$ cat src/source/l2_pkg.sv
package l2_pkg;

  // Port and bank organisation
  localparam int unsigned NUM_PORTS  = 4;
  localparam int unsigned NUM_BANKS  = 4;
  localparam int unsigned BANK_WORDS = 256;

  // Word format
  localparam int unsigned DATA_WIDTH = 32;
  localparam int unsigned BE_WIDTH   = 4;
  localparam int unsigned BYTE_WIDTH = DATA_WIDTH / BE_WIDTH;

  // Address window of the L2 memory
  localparam int unsigned            ADDR_WIDTH   = 32;
  localparam logic [ADDR_WIDTH-1:0]  L2_BASE_ADDR = 32'h8000_0000;
  localparam int unsigned            L2_WORDS     = NUM_BANKS * BANK_WORDS;

  // Derived index widths
  localparam int unsigned BYTE_OFFSET_WIDTH = $clog2(BE_WIDTH);
  localparam int unsigned BANK_SEL_WIDTH    = $clog2(NUM_BANKS);
  localparam int unsigned PORT_SEL_WIDTH    = $clog2(NUM_PORTS);
  localparam int unsigned ROW_WIDTH         = $clog2(BANK_WORDS);

  // Row, write enable, byte enables and write data toward one bank
  localparam int unsigned REQ_PAYLOAD_WIDTH = ROW_WIDTH + 1 + BE_WIDTH + DATA_WIDTH;

endpackage

$ cat src/source/l2_onehot_mux.sv
`timescale 1ns/1ps

module l2_onehot_mux
  import l2_pkg::*;
#(
  parameter type         payload_t = logic [DATA_WIDTH-1:0],
  parameter int unsigned NUM_SRC   = NUM_PORTS
) (
  input  logic     [NUM_SRC-1:0] sel_i,
  input  payload_t [NUM_SRC-1:0] data_i,
  output payload_t               data_o
);

  localparam int unsigned PAYLOAD_BITS = $bits(payload_t);

  // AND-OR selection, an empty select yields zero
  always_comb begin
    data_o = '0;
    for (int unsigned i = 0; i < NUM_SRC; i++) begin
      data_o = payload_t'(data_o | (data_i[i] & {PAYLOAD_BITS{sel_i[i]}}));
    end
  end

endmodule

$ cat config.mk
export PLATFORM = sky130hd
export DESIGN_NAME = l2_onehot_mux
export DESIGN_NICKNAME = d
export VERILOG_FILES = /design/src/source/l2_pkg.sv /design/src/source/l2_onehot_mux.sv
export SDC_FILE = /design/constraint.sdc
export NUM_CORES = 1
export LEC_CHECK = 0
export BUFFER_PORTS_ARGS = -buffer_cell sky130_fd_sc_hd__buf_2
export CORE_AREA = 2 2 64 66
export DETAILED_ROUTE_END_ITERATION = 10
export DIE_AREA = 0 0 66 68
export PLACE_DENSITY = 0.69
export SLEW_MARGIN = 10
export SYNTH_ARGS = -nofsm -noshare
export SYNTH_HDL_FRONTEND = slang
export SYNTH_SLANG_ARGS = --single-unit
$ cat constraint.sdc
create_clock -name vclk -period 1.21
set_input_delay 0.121 -clock vclk [all_inputs]
set_output_delay 0.121 -clock vclk [all_outputs]
set_load 0.005 [all_outputs]
==> impl_metrics.tcl, run 1 <==
set metrics [dict create \
    setup_violations 0 \
    ff_latch_area_um2 0 \
    max_freq_ghz 0.908 \
    slew_headroom_pct 60.5 \
    wire_per_inst_um 11.9 \
    cp_data_arrival_time_ps 980 \
    slew_violations 0 \
    syn-cell-area_um2 706 \
    p_switching_mw 0.229 \
    io_pins 164 \
    ant_nets 0 \
    placed_cells 310 \
    overflow 0 \
    ir_drop_v 0.000174 \
    grt_pass1_wl_um 4950 \
    hold_class "in -> out" \
    drt_iter0_drc 43 \
    status "finished, final reports clean" \
    start_util_pct 18.3 \
    port-buffer-count 164 \
    hold_viol_final 0 \
    rsz0062_at_grt "false" \
    path_class "in -> out" \
    drc_errors 0 \
    grt_start_max_net_pins 33 \
    grt_pass1_vias 1244 \
    worstPathMaxFanout 32 \
    hpwl_um 2890 \
    final_cells 310 \
    fin_setup_tns_ps 0 \
    dieHeight_um 68 \
    syn_inst 108 \
    hold_end "data_o[19]" \
    power.leakage_nw 0.876 \
    hold_buffers 0 \
    postSynthAreaPerCell_um2 6.53 \
    pwr-share-seq_pct 0 \
    drt_wl_total_um 3700 \
    swShare_pct 43.2 \
    hp-start "data_i[51]" \
    yosysWarningCount 0 \
    track_usage_pct 13.3 \
    dr.pass1.iters 4 \
    p_int_mw 0.301 \
    avgViaCountPerCell 4.85 \
    required_ps 1090 \
    vias 1503 \
    hold_depth 4 \
    die_w_um 66 \
    nClkBuffers 0 \
    dieArea_um2 4490 \
    final_core_utilization_pct 38.5 \
    fin_crit_ps 1100 \
    core_region_area_um2 3860 \
    fin_area_um2 1490 \
    antenna_found_initial 0 \
    gp_congestion 0.734 \
    n_fill_cell 444 \
    num_antenna_cells 0 \
    nNetsFinal 394 \
    design.seq.count 0 \
    pwr-share-comb_pct 100.0 \
    worst_pin_slew_ps 593 \
    ys_seq_area_share_pct 0 \
    powerDensity_nw_per_um2 356 \
    drive_above_1_share_pct 63.1 \
    p_clk_share_pct 0 \
    synth_cell_types 5 \
    area_growth_pct 111 \
    num_rows 23 \
    syn-num-nets 240 \
    setup.worst_path.end_class "output pin" \
    place_area_um2 1480 \
    max_cap_violations 0 \
    min_period_over_period_pct 91.1 \
    start_kind "input pin" \
]
[per-stage QoR]
step                      setup slack (ps)  total power, mW  hold slack (ps)
after detailed placement              92.3            0.529              513
after global placement                75.8            0.523              511
after CTS                             92.5            0.530              513
final                                  108            0.530              514
after global routing                  3.29            0.594              524
after floorplan                        599            0.233              347
[metal layers]
| layer | global-route usage, % | part of all wire (%) | vias to the layer above |
|---|---|---|---|
| met5 | 0 | 0 | - |
| met4 | 0 | 0.19 | 0 |
| met3 | 1.15 | 10 | 2 |
| met2 | 27.8 | 52 | 93 |
| met1 | 15.3 | 38 | 663 |
| li1 | - | - | 745 |
[placed cells by master, fill, tap and decap left out]
cell type	count
buf_2	163
nand2_1	32
clkbuf_4	1
a22oi_1	64
[critical path, stage by stage]
cell     delay, ps
buf_2          460
a22oi_1        200
nand2_1         90
buf_2          100
[Yosys cell counts]
cell type	count	area (um2)
buf_4	3	22.5
buf_6	6	67.6
a22oi_1	64	480
buf_2	3	15.0
nand2_1	32	120
[worst max path at each step]
stage,start,to
finish,sel_i[0],data_o[12]
detailed placement,sel_i[2],data_o[9]
global route,sel_i[0],data_o[27]
global placement,sel_i[2],data_o[21]
CTS,sel_i[2],data_o[21]
floorplan,sel_i[1],data_o[21]
[layout make-up]
cell class | instances | area, um2 | share of cell area [%]
timing repair buffer | 164 | 823 | 55.4
tap | 50 | 62.6 | 4.21
multi-input combinational | 96 | 601 | 40.4
[cells by family after synthesis]
group | synth area share (%)
compound gates | 68.1
simple gates | 17.0
buf+inv | 14.9
[power by group through the flow]
stage                     Sequential [mW]  Combinational, mW  Clock (mW)
after floorplan                         0              0.233           0
after global placement                  0              0.523           0
after detailed placement                0              0.529           0
after CTS                               0              0.530           0
after global routing                    0              0.594           0
final                                   0              0.530           0
[what timing repair did]
| item | in CTS | in global routing |
|---|---|---|
| resized for setup | 0 | 1 |
| endpoints found under the hold margin | 0 | 0 |
| setup endpoints to repair | 0 | 7 |
| setup buffers | 0 | 0 |
Note: power is estimated with default switching activity, not from simulation.
==> run 2, diff against run 1 <==
--- a/config.mk
+++ b/config.mk
@@ -5,11 +5,12 @@
 export SDC_FILE = /design/constraint.sdc
 export NUM_CORES = 1
 export LEC_CHECK = 0
+export ABC_AREA = 1
 export BUFFER_PORTS_ARGS = -buffer_cell sky130_fd_sc_hd__buf_2
 export CORE_AREA = 2 2 64 66
 export DETAILED_ROUTE_END_ITERATION = 10
 export DIE_AREA = 0 0 66 68
-export PLACE_DENSITY = 0.69
+export PLACE_DENSITY = 0.83
 export SLEW_MARGIN = 10
 export SYNTH_ARGS = -nofsm -noshare
 export SYNTH_HDL_FRONTEND = slang
==> run 2 against run 1 <==
Final area rose by 37%. Wire length rose by 21%. Via count rose by 38%. Critical path depth rose by 3.
==> impl_metrics.tcl, run 2 <==
set metrics [dict create \
    status "finished, final reports clean" \
    overflow 0 \
    drt_wl_total_um 4470 \
    dr.pass1.iters 6 \
    met1_length_um 1850 \
    final_common_cell "nand2_1" \
    worst_pin_slew_ps 210 \
    synth_cell_types 5 \
    dieArea_um2 4490 \
    final_cells 508 \
    grt_start_max_net_pins 33 \
    placed_cells 508 \
    path_delay_family "buffers and inverters" \
    required_ps 1090 \
    ys_seq_area_share_pct 0 \
    port-buffer-count 164 \
    wl_met3_um 368 \
    top_layer "met3" \
    ir_drop_v 0.000193 \
    ant_nets 0 \
    cp-startpoint "sel_i[1]" \
    hpwl_um 3640 \
    dp_slack_ps 322 \
    num_antenna_cells 0 \
    nClkBuffers 0 \
    crit_chain "buf_2, buf_4, nand2_1, nand2_1, inv_1, nand2_1, buf_2" \
    grt_pass1_wl_um 6470 \
    core_region_area_um2 3860 \
    io_pins 164 \
    path_class "in -> out" \
    grt_pass1_vias 1634 \
    powerDensity_nw_per_um2 325 \
    dr_wl_met2_um 2250 \
    syn_inst 300 \
    hold_viol_final 0 \
    setup_ws_ps 318 \
    max_freq_ghz 1.12 \
    drc_errors 0 \
    antenna_found_initial 0 \
    num_rows 23 \
    vias 2071 \
    power.leakage_nw 1.61 \
    multi_input_area_um2 841 \
    slew_headroom_pct 86.0 \
    place_area_um2 2030 \
    synth_most_common_cell "nand2_1" \
    nNetsFinal 592 \
    hp-start "data_i[33]" \
    drive_above_1_share_pct 37.1 \
    cp_common_cell "nand2_1" \
    ff_latch_area_um2 0 \
    slowest_stage "buf_4" \
    critPathBufInv 4 \
    area_growth_pct 69.6 \
    synth_top_area_share_pct 70.1 \
    postSynthAreaPerCell_um2 4.00 \
    syn-cell-area_um2 1200 \
    layout_common_cells "224 x nand2_1, 164 x buf_2, 64 x inv_1, 4 x buf_4, 2 x buf_12" \
    start_util_pct 31.1 \
    avgViaCountPerCell 4.08 \
    design.seq.count 0 \
    hold_depth 6 \
    synth.area.top_cells "nand2_1 70%, inv_1 20%, buf_6 8.4%" \
    wire_per_inst_um 8.79 \
    fin_crit_ps 892 \
    hold_class "in -> out" \
    dieHeight_um 68 \
    slowest_delay_ps 230 \
    setup_violations 0 \
    post_cts_resized 0 \
    synth_area_leader_cell "nand2_1" \
    hold_slack_ps 570 \
    syn-num-nets 432 \
    drt_iter0_drc 52 \
    start_kind "input pin" \
    setup.worst_path.end_class "output pin" \
    cp_data_arrival_time_ps 770 \
    worstPathMaxFanout 20 \
    max_cap_violations 0 \
    final_core_utilization_pct 52.8 \
    yosysWarningCount 0 \
    hold_buffers 0 \
    rsz0062_at_grt "false" \
    n_fill_cell 417 \
    die_w_um 66 \
    slew_violations 0 \
    netlist_top_cells_count "224 x nand2_1, 64 x inv_1, 9 x buf_6" \
    cp_num_cells 7 \
    fin_setup_tns_ps 0 \
    gp_congestion 0.800 \
    cts_setup_buffers 0 \
    fin_area_um2 2030 \
    track_usage_pct 17.3 \
    min_period_over_period_pct 73.7 \
    power_mw 0.661 \
]
## run 2: cell type report
type | count | share of cell area (%)
inverter | 64 | 11.8
multi-input combinational | 224 | 41.3
tap | 50 | 3.08
timing repair buffer | 170 | 43.8
## run 2: final timing paths
check | end
worst max-delay path | data_o[20]
worst min-delay path | data_o[1]
## run 2: cell families (layout without fill, tap and decap cells)
| logic type | after synthesis | count (layout) | share of synthesized area (%) |
|---|---|---|---|
| and+or+nand+nor | 224 | 224 | 70.1 |
| buffers and inverters | 76 | 234 | 29.9 |
## run 2: per-layer routing
layer	vias up	GRT usage (%)
met2	88	34.2
met5	-	0
met3	0	2.14
li1	1141	-
met1	842	20.2
met4	0	2.30
## run 2: report_power, final
| group | switching [mW] | leakage, nW | internal (mW) |
|---|---|---|---|
| Sequential | 0 | 0 | 0 |
| Combinational | 0.318 | 1.61 | 0.343 |
| Clock | 0 | 0 | 0 |
