<file path="src/source/l2_pkg.sv">
package l2_pkg;

  // Port and bank organisation
  localparam int unsigned NUM_PORTS  = 4;
  localparam int unsigned NUM_BANKS  = 4;
  localparam int unsigned BANK_WORDS = 256;

  // Word format
  localparam int unsigned DATA_WIDTH = 32;
  localparam int unsigned BE_WIDTH   = 4;
  localparam int unsigned BYTE_WIDTH = DATA_WIDTH / BE_WIDTH;

  // Address window of the L2 memory
  localparam int unsigned            ADDR_WIDTH   = 32;
  localparam logic [ADDR_WIDTH-1:0]  L2_BASE_ADDR = 32'h8000_0000;
  localparam int unsigned            L2_WORDS     = NUM_BANKS * BANK_WORDS;

  // Derived index widths
  localparam int unsigned BYTE_OFFSET_WIDTH = $clog2(BE_WIDTH);
  localparam int unsigned BANK_SEL_WIDTH    = $clog2(NUM_BANKS);
  localparam int unsigned PORT_SEL_WIDTH    = $clog2(NUM_PORTS);
  localparam int unsigned ROW_WIDTH         = $clog2(BANK_WORDS);

  // Row, write enable, byte enables and write data toward one bank
  localparam int unsigned REQ_PAYLOAD_WIDTH = ROW_WIDTH + 1 + BE_WIDTH + DATA_WIDTH;

endpackage

</file>
<file path="src/source/l2_bank_arbiter.sv">
`timescale 1ns/1ps

module l2_bank_arbiter
  import l2_pkg::*;
(
  input  logic                                      clk_i,
  input  logic                                      reset_i,
  input  logic [NUM_PORTS-1:0]                      req_i,
  input  logic [NUM_PORTS-1:0]                      in_range_i,
  input  logic [NUM_PORTS-1:0][BANK_SEL_WIDTH-1:0]  bank_i,
  output logic [NUM_PORTS-1:0]                      port_gnt_o,
  output logic [NUM_BANKS-1:0]                      bank_req_o,
  output logic [NUM_BANKS-1:0][NUM_PORTS-1:0]       bank_sel_o,
  output logic [NUM_PORTS-1:0]                      resp_valid_o,
  output logic [NUM_PORTS-1:0]                      resp_err_o,
  output logic [NUM_PORTS-1:0][NUM_BANKS-1:0]       resp_bank_o
);

  logic [NUM_BANKS-1:0][NUM_PORTS-1:0]      bank_hit;
  logic [NUM_BANKS-1:0][PORT_SEL_WIDTH-1:0] rr_ptr_q;
  logic [NUM_BANKS-1:0][PORT_SEL_WIDTH-1:0] rr_ptr_d;
  logic [NUM_PORTS-1:0][NUM_BANKS-1:0]      port_bank;

  // In-range requests that target each bank, none while in reset
  for (genvar b = 0; b < NUM_BANKS; b++) begin : gen_hit_bank
    for (genvar p = 0; p < NUM_PORTS; p++) begin : gen_hit_port
      assign bank_hit[b][p] = !reset_i && req_i[p] && in_range_i[p] &&
                              (bank_i[p] == BANK_SEL_WIDTH'(b));
    end
  end

  // Round-robin search starting at the pointer of each bank
  always_comb begin
    int unsigned p;
    bank_req_o = '0;
    bank_sel_o = '0;
    rr_ptr_d   = rr_ptr_q;
    for (int unsigned b = 0; b < NUM_BANKS; b++) begin
      for (int unsigned k = 0; k < NUM_PORTS; k++) begin
        p = (32'(rr_ptr_q[b]) + k) % NUM_PORTS;
        if (!bank_req_o[b] && bank_hit[b][p]) begin
          bank_req_o[b]    = 1'b1;
          bank_sel_o[b][p] = 1'b1;
          // Next search starts just after the winner
          if (p == NUM_PORTS - 1) begin
            rr_ptr_d[b] = '0;
          end else begin
            rr_ptr_d[b] = PORT_SEL_WIDTH'(p + 1);
          end
        end
      end
    end
  end

  // Port view of the bank grants
  always_comb begin
    for (int unsigned p = 0; p < NUM_PORTS; p++) begin
      // Out-of-range requests never wait for a bank
      port_gnt_o[p] = !reset_i && req_i[p] && !in_range_i[p];
      for (int unsigned b = 0; b < NUM_BANKS; b++) begin
        port_bank[p][b] = bank_sel_o[b][p];
        port_gnt_o[p]   = port_gnt_o[p] | bank_sel_o[b][p];
      end
    end
  end

  // Response routing registered one cycle behind the grant
  always_ff @(posedge clk_i) begin
    if (reset_i) begin
      rr_ptr_q     <= '0;
      resp_valid_o <= '0;
      resp_err_o   <= '0;
      resp_bank_o  <= '0;
    end else begin
      rr_ptr_q     <= rr_ptr_d;
      resp_valid_o <= port_gnt_o;
      resp_err_o   <= req_i & ~in_range_i;
      resp_bank_o  <= port_bank;
    end
  end

endmodule

</file>
<file path="config.mk">
export PLATFORM = sky130hd
export DESIGN_NAME = l2_bank_arbiter
export DESIGN_NICKNAME = d
export VERILOG_FILES = /design/src/source/l2_pkg.sv /design/src/source/l2_bank_arbiter.sv
export SDC_FILE = /design/constraint.sdc
export NUM_CORES = 1
export LEC_CHECK = 0
export BUFFER_PORTS_ARGS = -buffer_cell sky130_fd_sc_hd__buf_2
export CAP_MARGIN = 20
export CELL_PAD_IN_SITES_DETAIL_PLACEMENT = 0
export CELL_PAD_IN_SITES_GLOBAL_PLACEMENT = 1
export CORE_MARGIN = 8
export CORE_UTILIZATION = 35
export CTS_BUF_LIST = sky130_fd_sc_hd__clkbuf_4
export DETAILED_ROUTE_END_ITERATION = 6
export PLACE_DENSITY = 0.84
export RECOVER_POWER = 25
export SLEW_MARGIN = 20
export SYNTH_ARGS = -nofsm -noshare
export SYNTH_HDL_FRONTEND = slang
export SYNTH_SLANG_ARGS = --single-unit
</file>
<file path="constraint.sdc">
create_clock -name clk_i -period 4.2 [get_ports clk_i]
set_input_delay 0.84 -clock clk_i [delete_from_list [all_inputs] [get_ports clk_i]]
set_output_delay 0.84 -clock clk_i [all_outputs]
set_load 0.03 [all_outputs]
</file>
==> flow_metrics.py, run 1 <==
metrics = {
    "floorplanning": {
        "row_count": 34,
        "start_util_pct": 35.8,
        "die_h_um": 110,
        "ios": 66,
        "die_w_um": 110,
        "core-area_um2": 8640,
        "die-area_um2": 12100,
    },
    "pwr": {
        "swShare_pct": 46.9,
        "p_switching_uw": 855,
        "ir_drop_mv": 0.166,
        "seqPwrFrac_pct": 21.8,
        "clkPwrFrac_pct": 14.5,
        "powerDensity_nw_per_um2": 397,
        "power_leakage_uw": 0.00192,
        "internal_power_uw": 969,
        "combPwrFrac_pct": 63.7,
    },
    "detailed_routing": {
        "ant_nets": 0,
        "wirelength_um": 11600,
        "dr.pass1.iters": 5,
        "via_per_inst": 5.96,
        "wl_per_cell_um": 18.1,
        "drc": 0,
        "drt_iter0_markers": 432,
        "vias": 3822,
    },
    "yosys": {
        "synth-simple-area-share_pct": 28.8,
        "synth_seq_cells": 32,
        "synthesis.nets": 423,
        "synth_top_family_by_area": "compound AO/OA/AOI/OAI gates",
        "synth_area_um2": 3090,
        "async_flop_share_pct": 0,
        "synth_flop_cell": "dfxtp_1",
        "synth_edf_count": 0,
        "ys_seq_area_share_pct": 20.7,
        "yosys_warnings": 0,
        "ys_types": 64,
        "postSynthCellCount": 386,
        "syn_area_per_cell_um2": 8.02,
        "synthAdderAreaFrac_pct": 7.68,
        "synth_xor_area_share_pct": 0,
        "synthMuxAreaShare_pct": 8.37,
        "synth_compound_gate_area_share_pct": 29.4,
    },
    "clock_network": {
        "h-tree-depth": 2,
        "clkTransAtPathRegs_ns": 0.11,
        "cts_max_path_buffers": 2,
        "cts.sinks": 32,
        "cts_tree": "built",
        "cts_buffers": 5,
        "cts_root_buf": "clkbuf_4",
        "clock_latency_ns": 0.39,
    },
    "setup_path": {
        "path_class": "input pin to output pin",
        "arrival_ns": 3.45,
        "reg2reg_setup_slack_ns": 1.26,
        "worstPathMaxFanout": 2,
        "worst-r2r-cell-count": 10,
        "crit_path_end_kind": "output pin",
        "r2r_start": "rr_ptr_q[5]",
        "required_ns": 3.36,
        "critPathLaunchType": "input pin",
        "r2r-end": "resp_valid_o[3]",
    },
    "cells_and_area": {
        "layout.cells.non_filler": 641,
        "area_delta_synth_final_pct": 48.4,
        "diodes": 0,
        "nets": 569,
        "layout-drive-gt1-share_pct": 40.0,
    },
    "hold_path": {
        "hp-start": "rr_ptr_q[6]",
        "hold_end": "rr_ptr_q[6]",
        "min_delay_path_depth": 3,
        "hold_class": "flip-flop to flip-flop",
    },
    "placement": {
        "gp_congestion": 0.885,
        "dp_cells": 621,
        "port_buffers": 65,
        "dp_hpwl_um": 8710,
    },
    "global_routing": {
        "grt_pass1_vias": 3625,
        "antenna_found_initial": 0,
        "grt_first_pass_wirelength_um": 17600,
        "gr-total-overflow": 0,
        "grt_max_degree": 22,
        "grt_use_total_pct": 18.3,
    },
    "sta": {
        "slew_headroom_pct": 56.6,
        "min_period_over_period_pct": 102,
        "setup_viol": 3,
        "max_freq_mhz": 233,
        "finalWorstSetupSlack_ns": -0.0932,
        "worst_pin_slew_ns": 0.651,
        "slew_violations": 0,
        "finalCriticalPeriod_ns": 4.29,
        "final_hold_viol_count": 0,
        "worst_clock_skew_ns": 0.0442,
        "rsz0062_at_grt": "yes",
        "holdWs_ns": 0.677,
    },
    "run": {
        "max_cap_viol_count": 0,
    },
    "outcome": {
        "status": "finished, violations left",
        "violations": "setup timing",
    },
}
==> cells in the mapped netlist, types with 9 or more instances <==
| library cell | number | area (um^2) |
|---|---|---|
| mux4_2 | 9 | 203 |
| or4_1 | 9 | 67.6 |
| a22oi_1 | 16 | 120 |
| inv_1 | 14 | 52.6 |
| clkbuf_1 | 16 | 60.1 |
| nand3_1 | 10 | 50.1 |
| a21oi_1 | 11 | 55.1 |
| o21ai_0 | 26 | 130 |
| dfxtp_1 | 32 | 641 |
| ha_1 | 19 | 238 |
| a221oi_1 | 13 | 114 |
| nand2_1 | 37 | 139 |
| nor2_1 | 39 | 146 |
| nor3_1 | 9 | 45.0 |
==> worst max-delay path, cell delays in order <==
cell and delay [ns]:
buf_6 0.09, or4_4 0.53, mux4_2 0.53, mux2_4 0.32, a221o_2 0.37, nor2_4 0.14
or4b_4 0.47, buf_6 0.15
==> worst max path at each step <==
stage	startpoint	endpoint	slack (ns)	cells after the start
6_report	bank_i[4]	port_gnt_o[2]	-0.09	8
5_1_grt	reset_i	port_gnt_o[2]	-0.13	12
4_1_cts	bank_i[4]	port_gnt_o[2]	-0.08	8
3_5_place_dp	bank_i[2]	port_gnt_o[2]	-0.29	8
3_3_place_gp	bank_i[2]	port_gnt_o[2]	-0.22	8
2_1_floorplan	bank_i[4]	port_gnt_o[2]	0.03	7
==> logic make-up after synthesis <==
kind of cell             Yosys count
AND/OR/NAND/NOR                  160
AO/OA/AOI/OAI                    126
buffers and inverters             35
flip-flops                        32
adder cells (fa/ha/maj)           19
multiplexers                      14
==> power groups by stage <==
stage,clock [uW],combinational (uW),sequential (uW)
6_report,264,1160,398
5_1_grt,278,1240,408
3_3_place_gp,0,995,402
4_1_cts,267,1070,396
3_5_place_dp,0,1010,403
2_1_floorplan,0,559,505
==> layer usage <==
layer / vias up / global-route usage, % / share of wire, %
met5: - / 0 / 0
met4: 0 / 8.68 / 3.5
met3: 27 / 3.78 / 6.6
met2: 143 / 30.4 / 49
met1: 1839 / 22.0 / 41
li1: 1813 / - / -
==> area by class of cell <==
cell class / count / area (um^2)
Fill cell: 812 / 4040
Multi-Input combinational cell: 319 / 2570
Timing Repair Buffer: 160 / 1110
Sequential cell: 32 / 643
Tap cell: 108 / 135
Inverter: 14 / 52.6
Clock inverter: 3 / 42.5
Clock buffer: 5 / 37.5
==> repair_timing <==
item / CTS / global route
setup endpoints to repair: 6 / 15
gates cloned: 0 / 1
buffers inserted: 4 / 7
pin swaps: 10 / 12
hold buffers: 0 / 0
hold endpoints to repair: 0 / 0
resized for setup: 40 / 47
==> state kept, by name, summed over array words and instances (netlist names) <==
register	cells
resp_bank_o	16
rr_ptr_q	8
resp_err_o	4
resp_valid_o	4
==> cells in the final DEF, fill, tap and decap left out, types with 6 or more instances in the layout <==
master / netlist / routed
nand4b_1: 6 / 6
inv_1: 14 / 14
buf_4: 2 / 89
o21ai_0: 26 / 21
nand2_1: 37 / 37
nand2b_1: 6 / 6
ha_1: 19 / 17
a21oi_1: 11 / 11
o211ai_1: 7 / 7
nand3_1: 10 / 10
mux4_2: 9 / 9
nor2_1: 39 / 34
a22oi_1: 16 / 12
a221oi_2: 1 / 6
dfxtp_1: 32 / 30
buf_2: 1 / 38
buf_6: 2 / 13
or4_4: 2 / 6
nor3_1: 9 / 9
clkbuf_1: 16 / 18
==> metrics by stage <==
step	total power, uW	area, um^2	setup WS (ns)	util, %	TNS (ns)
CTS	1730	4350	-0.0785	50.4	-0.0785
detailed placement	1410	4080	-0.286	47.3	-0.832
floorplan	1060	3110	0.0275	-	0
finish	1820	4590	-0.0932	53.2	-0.147
global route	1920	4590	-0.126	53.2	-0.430
global placement	1400	4080	-0.224	47.3	-0.575
Power figures use the tool's default switching activity.
==> run 2: changes to the inputs <==
- CTS_BUF_LIST: sky130_fd_sc_hd__clkbuf_4 -> unset
==> run 2 against run 1 <==
Effect of this change: the flow still finishes with violations (setup timing); final area up 0.44%; core utilization up 0.23 points; first-iteration DRC count down 21%.
==> flow_metrics.py, run 2 (synthesized netlist as in run 1, its figures left out) <==
metrics = {
    "detailed_routing": {
        "vias": 3807,
        "wirelength_um": 11600,
        "wl_met1_um": 4860,
        "wl_per_cell_um": 18.1,
        "wl_met3_um": 773,
        "dr.pass1.iters": 5,
        "wl_met2_um": 5610,
        "top_layer": "met4",
        "ant_nets": 0,
        "drc": 0,
        "via_per_inst": 5.94,
        "drt_iter0_markers": 342,
    },
    "clock_network": {
        "cts_max_path_buffers": 2,
        "clock_latency_ns": 0.31,
        "cts_tree": "built",
        "h-tree-depth": 2,
        "clkTransAtPathRegs_ns": 0.07,
        "cts.sinks": 32,
        "cts_buffers": 5,
        "cts_root_buf": "clkbuf_8",
        "cts.hold.buffers_added": 0,
    },
    "floorplanning": {
        "die-area_um2": 12100,
        "die_w_um": 110,
        "core-area_um2": 8640,
        "ios": 66,
        "die_h_um": 110,
        "start_util_pct": 35.8,
        "row_count": 34,
    },
    "sta": {
        "rsz0062_at_grt": "yes",
        "worst_clock_skew_ns": 0.0240,
        "finalCriticalPeriod_ns": 4.29,
        "finalWorstSetupSlack_ns": -0.0924,
        "worst_pin_slew_ns": 0.666,
        "min_period_over_period_pct": 102,
        "slew_violations": 0,
        "max_freq_mhz": 233,
        "setup_viol": 3,
        "final_hold_viol_count": 0,
        "slew_headroom_pct": 55.6,
    },
    "cells_and_area": {
        "largest_reg_flops": 16,
        "reg_top3": "resp_bank_o (16), rr_ptr_q (8)",
        "fin_area_um2": 4610,
        "fillers": 799,
        "diodes": 0,
        "mostFrequentLayoutCells": "buf_4 (89), buf_2 (38), nand2_1 (37), nor2_1 (34), dfxtp_1 (31)",
        "mostFrequentLayoutCell": "buf_4",
        "max_flop_register": "resp_bank_o",
        "nets": 569,
        "layout-drive-gt1-share_pct": 39.8,
        "area_delta_synth_final_pct": 49.1,
        "layout.cells.non_filler": 641,
    },
    "setup_path": {
        "cp_slowest_cell": "or4_4",
        "worstPathMaxFanout": 2,
        "required_ns": 3.36,
        "cp-startpoint": "bank_i[4]",
        "r2r-end": "resp_valid_o[2]",
        "path_class": "input pin to output pin",
        "crit_path_end_kind": "output pin",
        "worst-r2r-cell-count": 7,
        "cpPeakStageDelay_ns": 0.54,
        "cp_common_cell": "buf_6",
        "reg2reg_setup_slack_ns": 1.20,
        "crit_path_cell_trace": "buf_6 > or4_4 > mux4_2 > mux2_4 > a221o_2 > nor2_4 > or4b_4 > buf_6",
        "critPathLaunchType": "input pin",
        "r2r_start": "rr_ptr_q[2]",
        "arrival_ns": 3.45,
        "cp-endpoint": "port_gnt_o[2]",
    },
    "global_routing": {
        "grt_pass1_vias": 3606,
        "grt_use_total_pct": 18.1,
        "gr-total-overflow": 0,
        "antenna_found_initial": 0,
        "grt_first_pass_wirelength_um": 17500,
        "grt_max_degree": 22,
    },
    "pwr": {
        "ir_drop_mv": 0.179,
        "power_leakage_uw": 0.00194,
        "powerDensity_nw_per_um2": 405,
    },
    "outcome": {
        "violations": "setup timing",
        "status": "finished, violations left",
    },
    "placement": {
        "gp_congestion": 0.885,
        "placed_area_um2": 4080,
        "dp_cells": 621,
        "dp_hpwl_um": 8710,
        "port_buffers": 65,
    },
    "hold_path": {
        "hp-start": "rr_ptr_q[6]",
        "min_delay_path_depth": 3,
        "hold_class": "flip-flop to flip-flop",
    },
    "run": {
        "max_cap_viol_count": 0,
    },
}
-- run 2: worst min-delay path by stage --
stage,end,slack [ns]
2_1_floorplan,rr_ptr_q[6],0.63
3_3_place_gp,rr_ptr_q[6],0.64
3_5_place_dp,rr_ptr_q[4],0.67
4_1_cts,rr_ptr_q[6],0.68
5_1_grt,rr_ptr_q[4],0.71
6_report,rr_ptr_q[6],0.67
-- run 2: critical path, delay by kind of cell --
family / cells / cell delay [ns]
AOI/OAI and AO/OA: 1 / 0.37
buffers and inverters: 2 / 0.24
muxes: 2 / 0.85
and+or+nand+nor: 3 / 1.14
-- run 2: layer usage --
layer  global-route usage, %  vias up
met5                       0        -
met1                    21.9     1805
met2                    30.4      159
li1                        -     1818
met4                    7.91        0
met3                    3.78       25
-- run 2: repair_timing --
action / in CTS / in global routing
gates cloned: 0 / 1
setup buffers: 4 / 7
setup endpoints to repair: 6 / 15
pin swaps: 10 / 12
resized for setup: 39 / 46
-- run 2: through the flow --
stage | total power [uW] | setup WS [ns] | setup TNS [ns] | utilization, % | hold WS (ns)
2_1_floorplan | 1060 | 0.0275 | 0 | - | 0.630
3_3_place_gp | 1400 | -0.224 | -0.575 | 47.3 | 0.640
3_5_place_dp | 1410 | -0.286 | -0.832 | 47.3 | 0.667
4_1_cts | 1790 | -0.0785 | -0.0785 | 50.7 | 0.680
5_1_grt | 1970 | -0.126 | -0.460 | 53.4 | 0.710
6_report | 1870 | -0.0924 | -0.149 | 53.4 | 0.670
-- run 2: final cells by class --
type                            instances  area, um^2  share of cell area (%)
Timing Repair Buffer                  160        1110                    24.0
Multi-Input combinational cell        319        2560                    55.6
Sequential cell                        32         642                    13.9
Tap cell                              108         135                    2.93
Clock inverter                          3        42.5                   0.922
Clock buffer                            5        68.8                    1.49
Inverter                               14        52.6                    1.14
-- run 2: power by group --
part	total [uW]	internal, uW	switching (uW)
clock network	321	176	145
registers	398	369	29.3
logic	1150	468	681
==> run 3: changes to the inputs <==
- CORE_UTILIZATION: 35 -> 37
- PLACE_DENSITY: 0.84 -> 0.88
==> run 3 against run 2 <==
Effect of this change: critical endpoint unchanged; highest routed layer unchanged; global-route usage is 0.16 points higher; clock skew is 0.0089 ns lower; combinational power is 9.6% lower; the flow still finishes with violations (setup timing); via count is 3.2% lower; largest cell class unchanged.
==> flow_metrics.py, run 3 (synthesized netlist as in run 1, its figures left out) <==
metrics = {
    "global_routing": {
        "antenna_found_initial": 0,
        "gr-total-overflow": 0,
        "grt_max_degree": 18,
        "grt_use_total_pct": 18.3,
        "grt_first_pass_wirelength_um": 17500,
        "grt_pass1_vias": 3602,
    },
    "pwr": {
        "powerDensity_nw_per_um2": 401,
        "ir_drop_mv": 0.144,
        "finalPower_uw": 1750,
        "power_leakage_uw": 0.00187,
    },
    "detailed_routing": {
        "wl_per_cell_um": 17.3,
        "dr.pass1.iters": 5,
        "via_per_inst": 5.83,
        "wirelength_um": 10900,
        "drt_iter0_markers": 344,
        "drc": 0,
        "ant_nets": 0,
        "vias": 3687,
    },
    "cells_and_area": {
        "final_core_util_pct": 53.3,
        "largest_reg_flops": 16,
        "max_flop_register": "resp_bank_o",
        "mostFrequentLayoutCell": "buf_4",
        "layout-drive-gt1-share_pct": 35.1,
        "fillers": 786,
        "multi_input_area_um2": 2410,
        "diodes": 0,
        "mostFrequentLayoutCells": "buf_4 (85), buf_2 (43), nand2_1 (36), nor2_1 (35), dfxtp_1 (31)",
        "nets": 563,
        "area_delta_synth_final_pct": 40.8,
        "regArea_um2": 642,
        "reg_top3": "resp_bank_o (16), rr_ptr_q (8)",
    },
    "setup_path": {
        "crit_path_cell_trace": "buf_6 > or4_4 > mux4_2 > mux2_4 > a221o_2 > nor2_4 > or4b_4 > buf_6",
        "cp_common_cell": "buf_6",
        "required_ns": 3.36,
        "crit_path_end_kind": "output pin",
        "critPathLaunchType": "input pin",
        "cp_slowest_cell": "mux4_2",
        "worstPathMaxFanout": 2,
        "cp-startpoint": "bank_i[4]",
        "arrival_ns": 3.43,
        "path_class": "input pin to output pin",
        "worst-r2r-cell-count": 10,
        "r2r_start": "rr_ptr_q[5]",
        "r2r-end": "resp_valid_o[3]",
        "cpPeakStageDelay_ns": 0.53,
        "reg2reg_setup_slack_ns": 1.16,
        "cp-endpoint": "port_gnt_o[2]",
    },
    "clock_network": {
        "h-tree-depth": 2,
        "cts_buffers": 5,
        "clkTransAtPathRegs_ns": 0.08,
        "cts_max_path_buffers": 2,
        "clock_latency_ns": 0.29,
        "cts.sinks": 32,
        "cts_tree": "built",
        "cts_root_buf": "clkbuf_8",
        "cts.hold.buffers_added": 0,
    },
    "sta": {
        "worst_clock_skew_ns": 0.0151,
        "setup_viol": 1,
        "fin_setup_tns_ns": -0.0679,
        "finalCriticalPeriod_ns": 4.27,
        "final_hold_viol_count": 0,
        "max_freq_mhz": 234,
        "worst_pin_slew_ns": 0.640,
        "rsz0062_at_grt": "yes",
        "slew_violations": 0,
        "holdWs_ns": 0.668,
        "min_period_over_period_pct": 102,
        "slew_headroom_pct": 57.3,
        "finalWorstSetupSlack_ns": -0.0679,
    },
    "placement": {
        "port_buffers": 65,
        "gp_congestion": 0.933,
        "dp_hpwl_um": 8540,
    },
    "floorplanning": {
        "core-area_um2": 8180,
        "die-area_um2": 11500,
        "die_w_um": 107,
        "row_count": 33,
        "start_util_pct": 37.8,
        "ios": 66,
        "die_h_um": 107,
    },
    "hold_path": {
        "hold_class": "flip-flop to flip-flop",
    },
    "outcome": {
        "violations": "setup timing",
        "status": "finished, violations left",
    },
    "run": {
        "max_cap_viol_count": 0,
    },
}
## run 3: cell count changes in the layout (fill, tap and decap cells not counted), sizes merged
cell / delta
buf: -5
clkinvlp: -1
## run 3: how the worst min path moves through the flow
stage	start	slack, ns	depth (start not counted)	end
floorplan	rr_ptr_q[6]	0.63	3	rr_ptr_q[6]
global placement	rr_ptr_q[6]	0.64	3	rr_ptr_q[6]
detailed placement	rr_ptr_q[6]	0.65	3	rr_ptr_q[6]
CTS	rr_ptr_q[6]	0.66	3	rr_ptr_q[6]
global route	rr_ptr_q[4]	0.69	3	rr_ptr_q[4]
finish	rr_ptr_q[4]	0.67	3	rr_ptr_q[4]
## run 3: timing repair
item / in CTS / in global routing
pin swaps: 6 / 4
resized for setup: 17 / 21
hold endpoints to repair: 0 / 0
buffers inserted: 3 / 2
endpoints found under the setup margin: 6 / 6
## run 3: report_power, final
part / leakage, uW / total [uW] / internal (uW) / switching, uW
registers: 0.000263 / 397 / 369 / 28.1
clock network: 0.0000552 / 311 / 176 / 134
logic: 0.00155 / 1040 / 401 / 640
total: 0.00187 / 1750 / 947 / 802
## run 3: layer usage
layer / global-route usage, % / vias up / part of all wire (%)
met5: 0 / - / 0
met4: 6.14 / 0 / 2.4
met3: 2.75 / 20 / 4.8
met2: 33.0 / 111 / 51
met1: 21.4 / 1750 / 42
li1: - / 1806 / -
## run 3: critical path: cells and delay by family
family | cells | cell delay (ns)
compound gates | 1 | 0.37
buf+inv | 2 | 0.24
mux | 2 | 0.85
simple gates | 3 | 1.11
## run 3: cell type report
cell class / count / area share [%]
Multi-Input combinational cell: 319 / 55.2
Timing Repair Buffer: 154 / 23.4
Sequential cell: 32 / 14.7
Tap cell: 105 / 3.01
Clock buffer: 6 / 1.67
Inverter: 14 / 1.21
Clock inverter: 2 / 0.804
## run 3: stage by stage
stage,worst slack [ns],std cells,area (um^2)
after floorplan,0.0275,386,3110
after global placement,-0.224,619,4090
after detailed placement,-0.252,619,4090
after CTS,-0.0797,630,4290
after global routing,-0.102,632,4360
final,-0.0679,632,4360
